File: config.mk
export PLATFORM = sky130hd
export DESIGN_NAME = vpu_sp
export DESIGN_NICKNAME = d
export VERILOG_FILES = /design/src/hdl/vpu_sp_pkg.sv /design/src/hdl/vpu_mem_pkg.sv /design/src/hdl/vpu_sp_sequencer.sv /design/src/hdl/vpu_sp_param_load.sv /design/src/hdl/vpu_sp_tile_fetch.sv /design/src/hdl/vpu_sp_palette_lookup.sv /design/src/hdl/vpu_sp_color_merge.sv /design/src/hdl/vpu_sp.sv
export VERILOG_INCLUDE_DIRS = /design/src /design/src/hdl
export SDC_FILE = /design/constraint.sdc
export NUM_CORES = 1
export LEC_CHECK = 0
export BUFFER_PORTS_ARGS = -buffer_cell sky130_fd_sc_hd__buf_2
export CAP_MARGIN = 20
export CELL_PAD_IN_SITES_DETAIL_PLACEMENT = 2
export CELL_PAD_IN_SITES_GLOBAL_PLACEMENT = 2
export CORE_ASPECT_RATIO = 0.6
export CORE_MARGIN = 2
export CORE_UTILIZATION = 35
export CTS_CLUSTER_DIAMETER = 150
export CTS_CLUSTER_SIZE = 10
export DETAILED_ROUTE_END_ITERATION = 10
export HOLD_SLACK_MARGIN = 0.15
export PLACE_DENSITY = 0.82
export SLEW_MARGIN = 15
export SYNTH_ARGS = -nofsm -noshare
export SYNTH_HDL_FRONTEND = slang
export SYNTH_SLANG_ARGS = --single-unit
export TNS_END_PERCENT = 100
File: constraint.sdc
create_clock -name clk -period 5.4 [get_ports clk]
set_input_delay 0.27 -clock clk [delete_from_list [all_inputs] [get_ports clk]]
set_output_delay 0.27 -clock clk [all_outputs]
set_load 0.01 [all_outputs]
File: src/hdl/vpu_sp_cfg.svh
`ifndef VPU_SP_CFG_SVH
`define VPU_SP_CFG_SVH

// sprite table
`define SP_COUNT      8
`define SP_IDX_W      3
`define PARAM_WORDS   2
`define PARAM_ADDR_W  4

// visible line
`define SCREEN_W      256

// tile geometry, one tile is HW_TILE_W square
`define HW_TILE_W     8
`define TILE_IDX_W    8
`define TILE_BANK_W   2

// memory address widths
`define TILE_ADDR_W   16
`define PAL_ADDR_W    10
`define LB_ADDR_W     8

`endif

File: src/hdl/vpu_sp_pkg.sv
`include "vpu_sp_cfg.svh"

package vpu_sp_pkg;

  // sprite side in pixels, 8 to 64
  typedef logic [6:0] sp_size_t;

  typedef struct packed {
    logic                    enable;
    logic [1:0]              tilesize;
    logic [8:0]              x;
    logic [7:0]              y;
    logic [`TILE_BANK_W-1:0] tile_bank;
    logic [`TILE_IDX_W-1:0]  tile_idx;
    logic                    pal_mode;
    logic [1:0]              pal_bank;
    logic [3:0]              pal_no;
  } sp_attr_t;

  // one pixel between the pipeline stages
  typedef struct packed {
    logic       valid;
    logic       last;
    logic [8:0] x;
    logic       pal_mode;
    logic [1:0] pal_bank;
    logic [3:0] pal_no;
    logic [7:0] idx;
  } sp_pix_t;

  typedef struct packed {
    logic [7:0] a;
    logic [7:0] r;
    logic [7:0] g;
    logic [7:0] b;
  } sp_argb_t;

  // tilesize code to side length
  function automatic sp_size_t sp_size(input logic [1:0] tilesize);
    return sp_size_t'(`HW_TILE_W << tilesize);
  endfunction

endpackage

File: src/hdl/vpu_mem_pkg.sv
`include "vpu_sp_cfg.svh"

package vpu_mem_pkg;

  typedef struct packed {
    logic                     en;
    logic [`PARAM_ADDR_W-1:0] addr;
  } param_req_t;

  typedef struct packed {
    logic                    en;
    logic [`TILE_ADDR_W-1:0] addr;
  } tile_req_t;

  typedef struct packed {
    logic                   en;
    logic [`PAL_ADDR_W-1:0] addr;
  } pal_req_t;

  // separate read and write address, the merge writes pixel n
  // in the cycle where pixel n+1 is read
  typedef struct packed {
    logic                  rd_en;
    logic [`LB_ADDR_W-1:0] rd_addr;
    logic                  wr_en;
    logic [`LB_ADDR_W-1:0] wr_addr;
    vpu_sp_pkg::sp_argb_t  wdata;
  } lb_req_t;

endpackage

File: src/hdl/vpu_sp_sequencer.sv
`timescale 1ns/100ps
`include "vpu_sp_cfg.svh"

module vpu_sp_sequencer (
  input  logic                 clk,
  input  logic                 rst_n,
  input  logic                 line_start,
  input  logic [7:0]           line_y,
  output logic                 busy,
  output logic                 line_done,
  output logic                 load_start,
  output logic [`SP_IDX_W-1:0] sp_idx,
  input  logic                 load_done,
  input  logic                 visible,
  output logic                 walk_start,
  input  logic                 pass_done,
  output logic [7:0]           cur_y
);

  typedef enum logic [1:0] {
    ST_IDLE,
    ST_LOAD,
    ST_WALK,
    ST_FINISH
  } state_t;

  state_t state;
  logic   last_sp;

  assign last_sp = (sp_idx == `SP_IDX_W'(`SP_COUNT - 1));

  always_ff @(posedge clk) begin
    if (!rst_n) begin
      state      <= ST_IDLE;
      busy       <= 1'b0;
      line_done  <= 1'b0;
      load_start <= 1'b0;
      walk_start <= 1'b0;
      sp_idx     <= '0;
    end else begin
      load_start <= 1'b0;
      walk_start <= 1'b0;
      line_done  <= 1'b0;
      case (state)
        ST_IDLE: begin
          if (line_start) begin
            busy       <= 1'b1;
            sp_idx     <= '0;
            load_start <= 1'b1;
            state      <= ST_LOAD;
          end
        end
        ST_LOAD: begin
          if (load_done) begin
            if (visible) begin
              walk_start <= 1'b1;
              state      <= ST_WALK;
            end else if (last_sp) begin
              state <= ST_FINISH;
            end else begin
              // skip straight to the next sprite
              sp_idx     <= sp_idx + 1'b1;
              load_start <= 1'b1;
            end
          end
        end
        ST_WALK: begin
          // pipeline drained once pass_done arrives
          if (pass_done) begin
            if (last_sp) begin
              state <= ST_FINISH;
            end else begin
              sp_idx     <= sp_idx + 1'b1;
              load_start <= 1'b1;
              state      <= ST_LOAD;
            end
          end
        end
        ST_FINISH: begin
          busy      <= 1'b0;
          line_done <= 1'b1;
          state     <= ST_IDLE;
        end
        default: state <= ST_IDLE;
      endcase
    end
  end

  always_ff @(posedge clk) begin
    if (state == ST_IDLE && line_start) begin
      cur_y <= line_y;
    end
  end

endmodule

File: src/hdl/vpu_sp_param_load.sv
`timescale 1ns/100ps
`include "vpu_sp_cfg.svh"

module vpu_sp_param_load (
  input  logic                    clk,
  input  logic                    rst_n,
  input  logic                    load_start,
  input  logic [`SP_IDX_W-1:0]    sp_idx,
  input  logic [7:0]              cur_y,
  output vpu_mem_pkg::param_req_t param_req,
  input  logic [31:0]             param_rdata,
  output logic                    load_done,
  output logic                    visible,
  output vpu_sp_pkg::sp_attr_t    attr
);
  import vpu_sp_pkg::*;

  // word0_ret: word 0 on param_rdata, word 1 requested
  logic       word0_ret;
  logic       word1_ret;
  logic [8:0] y_end;

  assign param_req.en   = load_start | word0_ret;
  assign param_req.addr = `PARAM_ADDR_W'(sp_idx * `PARAM_WORDS)
                        + `PARAM_ADDR_W'(word0_ret);

  always_ff @(posedge clk) begin
    if (!rst_n) begin
      word0_ret <= 1'b0;
      word1_ret <= 1'b0;
      load_done <= 1'b0;
    end else begin
      word0_ret <= load_start;
      word1_ret <= word0_ret;
      load_done <= word1_ret;
    end
  end

  always_ff @(posedge clk) begin
    if (word0_ret) begin
      attr.enable   <= param_rdata[31];
      attr.tilesize <= param_rdata[25:24];
      attr.x        <= param_rdata[16:8];
      attr.y        <= param_rdata[7:0];
    end
    if (word1_ret) begin
      attr.tile_bank <= param_rdata[29:28];
      attr.tile_idx  <= param_rdata[23:16];
      attr.pal_mode  <= param_rdata[6];
      attr.pal_bank  <= param_rdata[5:4];
      attr.pal_no    <= param_rdata[3:0];
    end
  end

  // 9 bits so a sprite near the bottom does not wrap
  assign y_end = {1'b0, attr.y} + 9'(sp_size(attr.tilesize));

  assign visible = attr.enable && (attr.y <= cur_y) && ({1'b0, cur_y} < y_end);

endmodule

File: src/hdl/vpu_sp_tile_fetch.sv
`timescale 1ns/100ps
`include "vpu_sp_cfg.svh"

module vpu_sp_tile_fetch (
  input  logic                   clk,
  input  logic                   rst_n,
  input  logic                   walk_start,
  input  vpu_sp_pkg::sp_attr_t   attr,
  input  logic [7:0]             cur_y,
  output vpu_mem_pkg::tile_req_t tile_req,
  output vpu_sp_pkg::sp_pix_t    pix
);
  import vpu_sp_pkg::*;

  localparam int LO_W = `TILE_ADDR_W - `TILE_BANK_W;

  logic                   active;
  sp_size_t               objx;
  sp_size_t               size;
  logic [7:0]             objy;
  logic                   last_pix;
  logic [`TILE_IDX_W-1:0] tile_num;
  logic [LO_W-1:0]        addr_lo;
  logic [9:0]             scr_x;

  assign size     = sp_size(attr.tilesize);
  assign objy     = cur_y - attr.y;
  assign last_pix = (objx == size - 1'b1);

  // tiles of a sprite are stored row by row, size/8 tiles per row
  always_comb begin
    tile_num = attr.tile_idx + `TILE_IDX_W'(objx / `HW_TILE_W)
             + `TILE_IDX_W'((objy / `HW_TILE_W) * (size / `HW_TILE_W));
    addr_lo  = LO_W'(tile_num * (`HW_TILE_W * `HW_TILE_W)
             + (objy % `HW_TILE_W) * `HW_TILE_W + objx % `HW_TILE_W);
  end

  assign tile_req.en   = active;
  assign tile_req.addr = {attr.tile_bank, addr_lo};

  assign scr_x = {1'b0, attr.x} + 10'(objx);

  always_ff @(posedge clk) begin
    if (!rst_n) begin
      active <= 1'b0;
      objx   <= '0;
      pix    <= '0;
    end else begin
      if (walk_start) begin
        active <= 1'b1;
        objx   <= '0;
      end else if (active) begin
        if (last_pix) begin
          active <= 1'b0;
        end else begin
          objx <= objx + 1'b1;
        end
      end
      pix.valid    <= active;
      pix.last     <= active && last_pix;
      // past the right edge, saturate so it never wraps onto the line
      pix.x        <= scr_x[9] ? '1 : scr_x[8:0];
      pix.pal_mode <= attr.pal_mode;
      pix.pal_bank <= attr.pal_bank;
      pix.pal_no   <= attr.pal_no;
      pix.idx      <= '0;
    end
  end

endmodule

File: src/hdl/vpu_sp_palette_lookup.sv
`timescale 1ns/100ps
`include "vpu_sp_cfg.svh"

module vpu_sp_palette_lookup (
  input  logic                  clk,
  input  logic                  rst_n,
  input  vpu_sp_pkg::sp_pix_t   pix_in,
  input  logic [7:0]            tile_rdata,
  output vpu_mem_pkg::pal_req_t pal_req,
  output logic                  lb_rd_en,
  output logic [`LB_ADDR_W-1:0] lb_rd_addr,
  output vpu_sp_pkg::sp_pix_t   pix_out
);

  logic on_screen;

  assign on_screen = pix_in.valid && (pix_in.x < 9'(`SCREEN_W));

  // mode 1 picks one of 16 sub-palettes by pal_no
  assign pal_req.en   = on_screen;
  assign pal_req.addr = pix_in.pal_mode ? {pix_in.pal_bank, pix_in.pal_no, tile_rdata[3:0]}
                                        : {pix_in.pal_bank, tile_rdata};

  // destination read for the same x, returns with the color
  assign lb_rd_en   = on_screen;
  assign lb_rd_addr = pix_in.x[`LB_ADDR_W-1:0];

  always_ff @(posedge clk) begin
    if (!rst_n) begin
      pix_out <= '0;
    end else begin
      pix_out       <= pix_in;
      pix_out.valid <= on_screen;
      pix_out.idx   <= tile_rdata;
    end
  end

endmodule

File: src/hdl/vpu_sp_color_merge.sv
`timescale 1ns/100ps
`include "vpu_sp_cfg.svh"

module vpu_sp_color_merge (
  input  logic                  clk,
  input  logic                  rst_n,
  input  vpu_sp_pkg::sp_pix_t   pix,
  input  logic [31:0]           pal_rdata,
  input  vpu_sp_pkg::sp_argb_t  lb_rdata,
  output logic                  lb_wr_en,
  output logic [`LB_ADDR_W-1:0] lb_wr_addr,
  output vpu_sp_pkg::sp_argb_t  lb_wr_data,
  output logic                  pass_done
);
  import vpu_sp_pkg::*;

  sp_argb_t src;

  // one channel, weighted by source alpha
  function automatic logic [7:0] mix(input logic [7:0] d, input logic [7:0] s,
                                     input logic [7:0] a);
    logic [15:0] sum;
    sum = 16'(d) * 16'(8'd255 - a) + 16'(s) * 16'(a);
    return sum[15:8];
  endfunction

  function automatic sp_argb_t blend(input sp_argb_t dst, input sp_argb_t s);
    sp_argb_t   res;
    logic [8:0] a_sum;
    a_sum = {1'b0, dst.a} + {1'b0, s.a};
    if (s.a == 8'd0) begin
      res = dst;
    end else if (s.a == 8'd255) begin
      res = s;
    end else begin
      res.a = a_sum[8:1];
      res.r = mix(dst.r, s.r, s.a);
      res.g = mix(dst.g, s.g, s.a);
      res.b = mix(dst.b, s.b, s.a);
    end
    return res;
  endfunction

  assign src = sp_argb_t'(pal_rdata);

  assign lb_wr_en   = pix.valid;
  assign lb_wr_addr = pix.x[`LB_ADDR_W-1:0];
  assign lb_wr_data = blend(lb_rdata, src);

  // last pixel written this cycle, sprite pass complete
  always_ff @(posedge clk) begin
    if (!rst_n) begin
      pass_done <= 1'b0;
    end else begin
      pass_done <= pix.last;
    end
  end

endmodule

File: src/hdl/vpu_sp.sv
`timescale 1ns/100ps
`include "vpu_sp_cfg.svh"

module vpu_sp (
  input  logic                   clk,
  input  logic                   rst_n,
  input  logic                   line_start,
  input  logic [7:0]             line_y,
  output logic                   busy,
  output logic                   line_done,
  output vpu_mem_pkg::param_req_t param_req,
  input  logic [31:0]            param_rdata,
  output vpu_mem_pkg::tile_req_t tile_req,
  input  logic [7:0]             tile_rdata,
  output vpu_mem_pkg::pal_req_t  pal_req,
  input  logic [31:0]            pal_rdata,
  output vpu_mem_pkg::lb_req_t   lb_req,
  input  vpu_sp_pkg::sp_argb_t   lb_rdata
);
  import vpu_sp_pkg::*;

  logic                  load_start;
  logic                  load_done;
  logic                  visible;
  logic                  walk_start;
  logic                  pass_done;
  logic [`SP_IDX_W-1:0]  sp_idx;
  logic [7:0]            cur_y;
  sp_attr_t              attr;
  sp_pix_t               pix_fetch;
  sp_pix_t               pix_pal;
  logic                  lb_rd_en;
  logic [`LB_ADDR_W-1:0] lb_rd_addr;
  logic                  lb_wr_en;
  logic [`LB_ADDR_W-1:0] lb_wr_addr;
  sp_argb_t              lb_wr_data;

  vpu_sp_sequencer u_sequencer (
    .clk        (clk),
    .rst_n      (rst_n),
    .line_start (line_start),
    .line_y     (line_y),
    .busy       (busy),
    .line_done  (line_done),
    .load_start (load_start),
    .sp_idx     (sp_idx),
    .load_done  (load_done),
    .visible    (visible),
    .walk_start (walk_start),
    .pass_done  (pass_done),
    .cur_y      (cur_y)
  );

  vpu_sp_param_load u_param_load (
    .clk         (clk),
    .rst_n       (rst_n),
    .load_start  (load_start),
    .sp_idx      (sp_idx),
    .cur_y       (cur_y),
    .param_req   (param_req),
    .param_rdata (param_rdata),
    .load_done   (load_done),
    .visible     (visible),
    .attr        (attr)
  );

  vpu_sp_tile_fetch u_tile_fetch (
    .clk        (clk),
    .rst_n      (rst_n),
    .walk_start (walk_start),
    .attr       (attr),
    .cur_y      (cur_y),
    .tile_req   (tile_req),
    .pix        (pix_fetch)
  );

  vpu_sp_palette_lookup u_palette_lookup (
    .clk        (clk),
    .rst_n      (rst_n),
    .pix_in     (pix_fetch),
    .tile_rdata (tile_rdata),
    .pal_req    (pal_req),
    .lb_rd_en   (lb_rd_en),
    .lb_rd_addr (lb_rd_addr),
    .pix_out    (pix_pal)
  );

  vpu_sp_color_merge u_color_merge (
    .clk        (clk),
    .rst_n      (rst_n),
    .pix        (pix_pal),
    .pal_rdata  (pal_rdata),
    .lb_rdata   (lb_rdata),
    .lb_wr_en   (lb_wr_en),
    .lb_wr_addr (lb_wr_addr),
    .lb_wr_data (lb_wr_data),
    .pass_done  (pass_done)
  );

  assign lb_req.rd_en   = lb_rd_en;
  assign lb_req.rd_addr = lb_rd_addr;
  assign lb_req.wr_en   = lb_wr_en;
  assign lb_req.wr_addr = lb_wr_addr;
  assign lb_req.wdata   = lb_wr_data;

endmodule

# Word level (Yosys, flattened, before mapping)
# Index checks and enable logic that the tools add are counted.
dict set report op_classes {
  add_sub_neg 16
  multipliers 7
  div_mod_pow 0
  n_lt_le_gt_ge 3
  eq_ne 11
  shift 1
  n_mux 30
  bitwise 3
  n_reduce_logical 15
}
# op count
set ops {}
lappend ops {{$mux W32} 2}
lappend ops {{$add A16 B16 Y16} 3}
lappend ops {{$mul A8 B8 Y16} 3}
lappend ops {{$mul A9 B9 Y16} 2}
lappend ops {{$mul A8 B16 Y16} 1}
lappend ops {{$mux W3} 5}
lappend ops {{$add A14 B3 Y14} 1}
lappend ops {{$add A14 B6 Y14} 1}
lappend ops {{$mux W2} 6}
lappend ops {{$mux W1} 11}
lappend ops {{$add A9 B7 Y10} 1}
lappend ops {{$add A8 B7 Y9} 1}
lappend ops {{$add A8 B8 Y9} 1}
lappend ops {{$lt A8 B9 Y1} 1}
lappend ops {{$lt A9 B9 Y1 const B} 1}
lappend ops {{$mux W9} 1}
lappend ops {{$pmux W3 S3} 1}
lappend ops {{$sub A8 B8 Y9 const A} 1}
lappend ops {{$add A8 B4 Y8} 1}
lappend ops {{$add A8 B8 Y8} 1}
lappend ops {{$eq A8 B8 Y1 const B} 1}
lappend ops {{$le A8 B8 Y1} 1}
lappend ops {{$logic_not A8 Y1} 1}
lappend ops {{$mul A5 B4 Y8} 1}
lappend ops {{28 further kinds} 37}
dict set report totals {
  ff_bits 94
  latchBits 0
  mem_bits_rw 0
  romBits 0
  input_bits 115
  output_inout_bits 85
  elab_cells 117
  n_memories 0
}

# Logic depth before layout (Yosys ltp)
# Gate-level depths: netlist (run 1).
dict set report logic_depth {
  depth_word 7
  mapped_depth 23
  depth_no_buf 21
}

# By module
# From an unflattened synthesis (run 1), not the netlist that was laid out.
dict set report unflattened {
  hier_cells 2150
  hier_area_um2 19852.8
}
# module n_inst cells_per_inst area_each_um2 seq_area_each_um2
set modules_own_cells {}
lappend modules_own_cells {vpu_sp_color_merge 1 1573 13718.2 20.0}
lappend modules_own_cells {vpu_sp_tile_fetch 1 311 2643.8 520.5}
lappend modules_own_cells {vpu_sp_param_load 1 122 1811.7 1171.1}
lappend modules_own_cells {vpu_sp_palette_lookup 1 74 885.8 520.5}
lappend modules_own_cells {vpu_sp_sequencer 1 68 778.2 420.4}
lappend modules_own_cells {vpu_sp 1 2 15.0 0.0}

# Worst setup path after synthesis (run 1)
# No wires, ideal clock.
dict set report synth_timing {
  path_kind {input to output}
  startpoint {input port pal_rdata[25]}
  endpoint {output port lb_req[4] in the netlist's numbering}
  t_arrival_ns 5.577
  required_time_ns 5.130
  path_slack_ns -0.447
  cell_stages 18
  path_cell_list {clkbuf_1 clkinv_1 nand2_1 fa_1 fa_1 fa_1 inv_1 fa_1 fa_1 inv_1 fa_1 inv_1 ha_1 or4_1 a41oi_1 o21bai_1 and3_1 nor3_1}
}
# element line_no
set synth_lines {}
lappend synth_lines {{from (decl)} vpu_sp.sv:16} ;# input logic [31:0] pal_rdata,
lappend synth_lines {{to (decl)} vpu_sp.sv:17} ;# output vpu_mem_pkg::lb_req_t lb_req,

==> metrics.md, run 1 <==
| Metric | Value |
|---|---|
| Ratio of final minimum period to clock period | `1.21` |
| Initial Util | `0.354` |
| Clock buffers created by TritonCTS | `9` |
| R2r worst-path depth | `14` |
| Max-cap violations | `0` |
| Root buffer selected by CTS | `clkbuf_16` |
| Placed wire-length estimate | `66,600 µm` |
| Syn Std Cell Area | `18,600 µm²` |
| Kind of critical path | `in2out` |
| Vias after detailed routing | `18,900` |
| Critical path data arrival time | `roughly 6.3 ns` |
| Mean cell area of the mapped netlist | `9.23 µm²` |
| Unique masters post-synth | `62` |
| Core Rows | `65` |
| Max FO, Critical Path | `6` |
| Most common cell after layout, fill and taps aside | `inv_1` |
| Pre-antenna DRT Iters | `5` |
| Async set or reset register ratio after synthesis | `0` |
| Number of antenna violations at the first check in global routing | `7` |
| Highest Clock Rate | `about 150 MHz` |
| Port bufs | `188` |
| YS warnings | `0` |
| Violations in the final reports | `setup timing` |
| Average detailed-routed wire length per instance | `39.1 µm` |
| Met2 routed WL | `53,400 µm` |
| Number of global-route vias before repair | `20,900` |
| DR vias/cell | `6.09` |
| Minimum clock period after layout | `between 6 and 7 ns` |
| Chip Width | `301 µm` |
| Clock tree from TritonCTS | `built` |
| Hold Path Depth | `1` |
| Placeable core area | `52,500 µm²` |
| I/O pin cnt | `200` |
| Total congestion overflow | `0` |
| Crit Reg-Reg Startpoint | `u_param_load.attr[34]$_DFFE_PP_` |
| CTS H-tree lvls | `3` |
| DIE AREA | `55,000 µm²` |
| Nets | `3,056` |
| Wire length of the first global-routing pass | `154,000 µm` |
| Number of nets with antenna violations after routing | `0` |
| Total routing resource utilization after global routing | `0.389` |
| Initial drt markers | `2,300` |
| Synthesized flop and latch total | `94` |
| Uppermost metal layer occupied by signal nets | `met5` |
| Reg2reg end | `u_sequencer.sp_idx[2]$_SDFFE_PN0P_` |
| Worst Hold Launch | `u_param_load.attr[2]$_DFFE_PP_` |
| Worst path setup slack after routing | `-1.13 ns` |
| DRC errors left | `0` |
| Class of the tightest hold or removal check | `reg2reg` |
| Worst Hold End | `u_tile_fetch.pix[10]$_SDFF_PN0_` |
| Maximum count of clock buffers along a single path | `2` |
| Met3 wire len | `about 13,000 µm` |
| CP required | `5.13 ns` |
| Launching element type of the critical path | `input port` |
| Clock latency at the later pin of the worst-skew pair | `0.39 ns` |
| Gate Count Post-Synth | `about 2,000` |
| Number of enable-type register cells in the synthesized netlist | `45` |
| Minimum setup slack among reg-to-reg paths | `0.17 ns` |
| Clock sinks | `94` |
| Slew @ Worst Pin | `between 1 and 1.5 ns` |
| GP Congestion | `0.889` |
| Outcome | `complete, but fails checks` |
| Max-slew violation count | `0` |
| Post-Place Cell Area | `21,500 µm²` |
| Slew HR | `0.274` |
| Dominant register cell in the synthesized netlist | `dfxtp_1` |
| Commonest cells after routing, fill and taps aside | `inv_1, fa_1, ha_1` |
| Final setup violation count | `27` |
| Setup repair after global routing missed its margin | `true` |
| Post-synthesis sequential area ratio | `0.126` |
| Hold Fails Final Rpt | `0` |
| Routed length on met1 | `between 40,000 and 50,000 µm` |
| Layout cells sized above 1 | `0.310` |
| Maximum clock skew at final layout | `0.0186 ns` |
| Critical path endpoint category | `primary output` |
| Height of the die | `182 µm` |
| Area growth from synthesis to layout | `31.4%` |
| Net count after synthesis | `2,672` |
| Clock slew at the register clock pins of the worst setup and hold paths | `0.09 ns` |
| Pin count of the biggest net entering global routing | `38` |
| Sum of routed wire length over all layers | `about 120,000 µm` |
| Final instance area | `24,400 µm²` |
-- cells by family (layout without fill, tap and decap cells) --
logic type,count (synthesis),in the layout,share of synthesized area
and+or+nand+nor,569,569,0.170
adders and majority gates,545,545,0.490
buffers and inverters,541,930,0.117
AOI/OAI and AO/OA,191,191,0.0634
DFF,94,94,0.126
xor gates and xnor gates,67,67,0.0316
muxes,5,5,0.00296
other,0,7,0
-- stage by stage --
stage                     setup slack (ns)  TNS [ns]  std cells   util  hold WS (ns)
final                                -1.13    -21.97       3111  0.465         0.466
after global routing                 -1.11    -21.66       3107  0.465         0.493
after floorplan                    -0.0757   -0.0993       2012      -         0.369
after global placement              -0.798    -13.30       3001  0.409         0.420
after CTS                           -0.674    -11.28       3086  0.450         0.461
after detailed placement             -1.18    -21.50       3001  0.409         0.433
-- synth_stat cells, types with 6 or more instances --
cell type | number | area share
dfxtp_1 | 49 | 0.053
nor2_1 | 55 | 0.011
a21o_1 | 18 | 0.0073
nor3_1 | 18 | 0.0048
nand4_1 | 7 | 0.0024
a21oi_1 | 79 | 0.021
clkbuf_1 | 47 | 0.0095
fa_1 | 303 | 0.33
buf_1 | 6 | 0.0012
o21ai_0 | 38 | 0.010
ha_1 | 242 | 0.16
o22ai_1 | 11 | 0.0037
nand2b_1 | 103 | 0.035
buf_4 | 32 | 0.013
edfxtp_1 | 45 | 0.073
and2_1 | 158 | 0.053
nand2_1 | 106 | 0.021
nor2b_1 | 92 | 0.031
o211ai_1 | 7 | 0.0028
xor2_1 | 20 | 0.0094
inv_1 | 448 | 0.091
xnor2_1 | 47 | 0.022
-- sequential cells by signal (all words and copies together) (netlist names), 2 cells and up --
name                      flops
u_param_load.attr            37
u_tile_fetch.objx             7
u_sequencer.sp_idx            3
u_palette_lookup.pix_out     10
u_sequencer.cur_y             8
u_tile_fetch.pix             18
u_sequencer.state             2
-- what timing repair did --
item / in CTS / in global routing
pin swaps: 124 / 120
setup buffers: 28 / 19
resized for setup: 283 / 157
cloned: 5 / 2
endpoints found under the hold margin: 45 / 0
setup endpoints to repair: 27 / 29
hold buffers: 37 / 0
-- layer usage --
| metal | vias to the layer above | GRT usage |
|---|---|---|
| met5 | - | 0 |
| met4 | 2 | 0.217 |
| met3 | 783 | 0.0955 |
| met2 | 1726 | 0.635 |
| met1 | 9530 | 0.471 |
| li1 | 6906 | - |
-- worst max-delay path, cell delays in order --
cell and delay, ns:
buf_4 0.19, buf_4 0.14, nor2b_1 0.30, fa_1 0.56, inv_1 0.13, fa_1 0.45
fa_1 0.61, inv_1 0.10, fa_1 0.51, fa_1 0.52, inv_1 0.07, fa_1 0.49
inv_1 0.06, ha_2 0.27, o21a_1 0.14, or2_4 0.27, a41oi_4 0.32, buf_6 0.18
xnor2_4 0.07, nor2_2 0.14, a21oi_2 0.06, o21ai_1 0.22, buf_2 0.18
-- cell type report --
| class | count | area (µm²) |
|---|---|---|
| Clock inverter | 5 | 45.0 |
| Sequential cell | 94 | 2330 |
| Fill cell | 5499 | 28000 |
| Antenna cell | 7 | 17.5 |
| Clock buffer | 11 | 264 |
| Tap cell | 703 | 880 |
| Multi-Input combinational cell | 1377 | 15500 |
| Inverter | 450 | 1690 |
| Timing Repair Buffer | 464 | 3720 |
-- worst max-delay path by stage --
stage / start / endpoint / depth (start not counted)
6_report: lb_rdata[6] / lb_req[3] / 23
5_1_grt: lb_rdata[6] / lb_req[3] / 23
4_1_cts: pal_rdata[30] / lb_req[23] / 23
3_5_place_dp: pal_rdata[26] / lb_req[15] / 22
3_3_place_gp: pal_rdata[27] / lb_req[15] / 23
2_1_floorplan: pal_rdata[28] / lb_req[5] / 20
Power of run 1 is not shown: default switching activity piles up to over one toggle a cycle in this logic, so the estimate is an artifact.
==> run 2, diff against run 1 <==
--- a/config.mk
+++ b/config.mk
@@ -21,5 +21,6 @@
 export SLEW_MARGIN = 15
 export SYNTH_ARGS = -nofsm -noshare
 export SYNTH_HDL_FRONTEND = slang
+export SYNTH_HIERARCHICAL = 1
 export SYNTH_SLANG_ARGS = --single-unit
 export TNS_END_PERCENT = 100
==> run 2 against run 1 <==
Global-route usage down 1.6 points; area after synthesis is 4.2% higher; critical path type unchanged; first-iteration DRC count increased by 2.3%; utilization up 0.42 points; maximum frequency down 0.85%; largest cell class unchanged; die area increased by 4.1%; clock-buffer cell count did not move; clock skew up 0.0015 ns; cell count up 3.7%; worst setup slack worse by 0.056 ns; via count increased by 5.2%; the flow still finishes with violations (setup timing).
==> metrics.md, run 2 <==
| Metric | Value |
|---|---|
| Outcome | `complete, but fails checks` |
| Violations in the final reports | `setup timing` |
| Core Rows | `66` |
| DRC errors left | `0` |
| Number of flip-flops under the largest register name | `37` |
| Worst path setup slack after routing | `-1.19 ns` |
| Average detailed-routed wire length per instance | `39.0 µm` |
| GP Congestion | `about 0.89` |
| CTS H-tree lvls | `3` |
| Pre-antenna DRT Iters | `6` |
| Root buffer selected by CTS | `clkbuf_16` |
| Clock tree from TritonCTS | `built` |
| Placed wire-length estimate | `between 60,000 and 70,000 µm` |
| Most flops, register | `u_param_load/attr` |
| Placeable core area | `around 54,000 µm²` |
| Setup repair after global routing missed its margin | `true` |
| Highest Clock Rate | `152 MHz` |
| Wire length of the first global-routing pass | `154,000 µm` |
| Commonest cells after routing, fill and taps aside | `inv_1, fa_1, ha_1` |
| Max-slew violation count | `0` |
| Largest registers | `u_param_load/attr x37, u_tile_fetch/pix x18, u_palette_lookup/pix_out x10` |
| Initial drt markers | `2,353` |
| DIE AREA | `57,300 µm²` |
| Syn Std Cell Area | `roughly 19,000 µm²` |
| Sum of routed wire length over all layers | `around 130,000 µm` |
| Clock latency at the later pin of the worst-skew pair | `between 0.3 and 0.4 ns` |
| Initial Util | `0.356` |
| YS warnings | `6` |
| Layout cells sized above 1 | `0.315` |
| Slew @ Worst Pin | `around 1.3 ns` |
| Minimum clock period after layout | `between 6 and 7 ns` |
| Area growth from synthesis to layout | `32.0%` |
| Total congestion overflow | `0` |
| Hold Fails Final Rpt | `0` |
| Max FO, Critical Path | `6` |
| Final setup violation count | `27` |
| Family of cells with the greatest summed delay on the critical path | `adder cells` |
| Crit-path cells | `buf_12 > clkbuf_16 > buf_8 > nor2b_1 > fa_1 > inv_1 > fa_1 > inv_1 > fa_1 > fa_1 > inv_2 > fa_1 > inv_2 > ha_4 > o21ai_4 > nor3_4 > o211ai_1 > buf_4 > mux2i_1 > o221ai_1 > nor2_1 > buf_2` |
| DR vias/cell | `around 6` |
| Max-cap violations | `0` |
| Nets | `between 3,000 and 4,000` |
| Maximum count of clock buffers along a single path | `2` |
| Launching element type of the critical path | `input port` |
| Sequential standard cell area | `2330 µm²` |
| Pin count of the biggest net entering global routing | `38` |
| Final TNS setup | `-21.14 ns` |
| Class of the tightest hold or removal check | `in2reg` |
| Multi-input combinational cell area | `16,300 µm²` |
| Maximum clock skew at final layout | `0.0202 ns` |
| Fill cells | `5,706` |
| Number of nets with antenna violations after routing | `0` |
| Clock buffers created by TritonCTS | `9` |
| Critical path buffer and inverter count | `9` |
| Mean cell area of the mapped netlist | `9.18 µm²` |
| Height of the die | `approximately 190 µm` |
| Port bufs | `188` |
| Vias after detailed routing | `19,900` |
| Critical path endpoint category | `primary output` |
| Net count after synthesis | `2,785` |
| Most common cell after layout, fill and taps aside | `inv_1` |
| Kind of critical path | `in2out` |
| Critical path data arrival time | `6.32 ns` |
| Gate Count Post-Synth | `2,109` |
| Slew HR | `0.156` |
| Number of antenna violations at the first check in global routing | `10` |
| Slowest stage cell on the critical path | `fa_1` |
| Ratio of final minimum period to clock period | `1.22` |
| Highest cell delay on the worst timing path | `approximately 0.73 ns` |
| Clock slew at the register clock pins of the worst setup and hold paths | `~0.07 ns` |
| Most frequent cell on the critical path | `fa_1` |
| Number of global-route vias before repair | `21,500` |
| I/O pin cnt | `200` |
| Clock sinks | `94` |
| CP required | `5.13 ns` |
| Total routing resource utilization after global routing | `0.373` |
| Chip Width | `308 µm` |
-- run 2: cell types whose count changed in the layout (fill, tap and decap cells not counted), sizes merged, moves of 8 or more --
cell,previous run,this run
a211oi,3,11
a21oi,79,64
buf,420,434
ha,242,259
inv,451,475
nand2b,104,117
nand3,5,15
nor2b,92,84
o21a,4,18
xnor2,47,32
-- run 2: worst register-to-register path, cell delays in order, from the launching register on --
cell      delay (ns)
edfxtp_1        0.93
nand2b_1        0.28
inv_1           0.09
ha_1            0.32
a21o_1          0.20
a21oi_1         0.23
xor2_1          0.19
ha_1            0.28
a22o_1          0.22
nor4_1          0.19
o21ai_0         0.14
a32oi_1         0.75
or2b_1          0.25
nor2_1          0.08
nor3b_1         0.22
o221a_2         0.22
-- run 2: repair_timing --
item	in CTS	in global routing
endpoints found under the hold margin	45	0
setup endpoints to repair	26	28
pin swaps	134	154
buffers inserted	46	25
hold buffers	37	0
resized for setup	222	268
cloned	2	5
-- run 2: worst paths after layout --
kind	start	endpoint	slack (ns)	depth (start not counted)
setup / recovery	pal_rdata[28]	lb_req[14]	-1.19	22
setup reg to reg	u_param_load/attr[35]$_DFFE_PP_	u_sequencer/state[0]$_SDFFE_PN0P_	0.76	15
hold / removal	line_start	u_sequencer/busy$_SDFFE_PN0P_	0.34	5
hold reg to reg	u_palette_lookup/pix_out[24]$_SDFF_PN0_	u_color_merge/pass_done$_SDFF_PN0_	0.44	1
-- run 2: area by class of cell --
cell class                 instances  share of cell area
sequential                        94              0.0913
antenna                            7            0.000685
clock inverter                     5             0.00152
multi-input combinational       1445               0.638
clock buffer                      11             0.00950
timing repair buffer             481               0.155
inverter                         470              0.0690
tap                              714              0.0350
-- run 2: per-layer routing --
layer,vias to the layer above,GRT usage,wire length [µm]
met2,1852,0.603,55200
met5,-,0,33
li1,7286,-,-
met1,10000,0.452,45700
met3,766,0.0791,13000
met4,6,0.250,12000
-- run 2: metrics by stage --
step                      instances  worst slack, ns  hold WS, ns  utilization  area (µm²)
after floorplan                2109          0.00656        0.369            -       19500
after global placement         3094           -0.594        0.417        0.407       22100
after detailed placement       3094           -0.949        0.446        0.407       22100
after CTS                      3193           -0.571        0.340        0.444       24100
after global routing           3227            -1.14        0.441        0.470       25600
final                          3227            -1.19        0.343        0.470       25600
Power of run 2 is left out for the same reason.
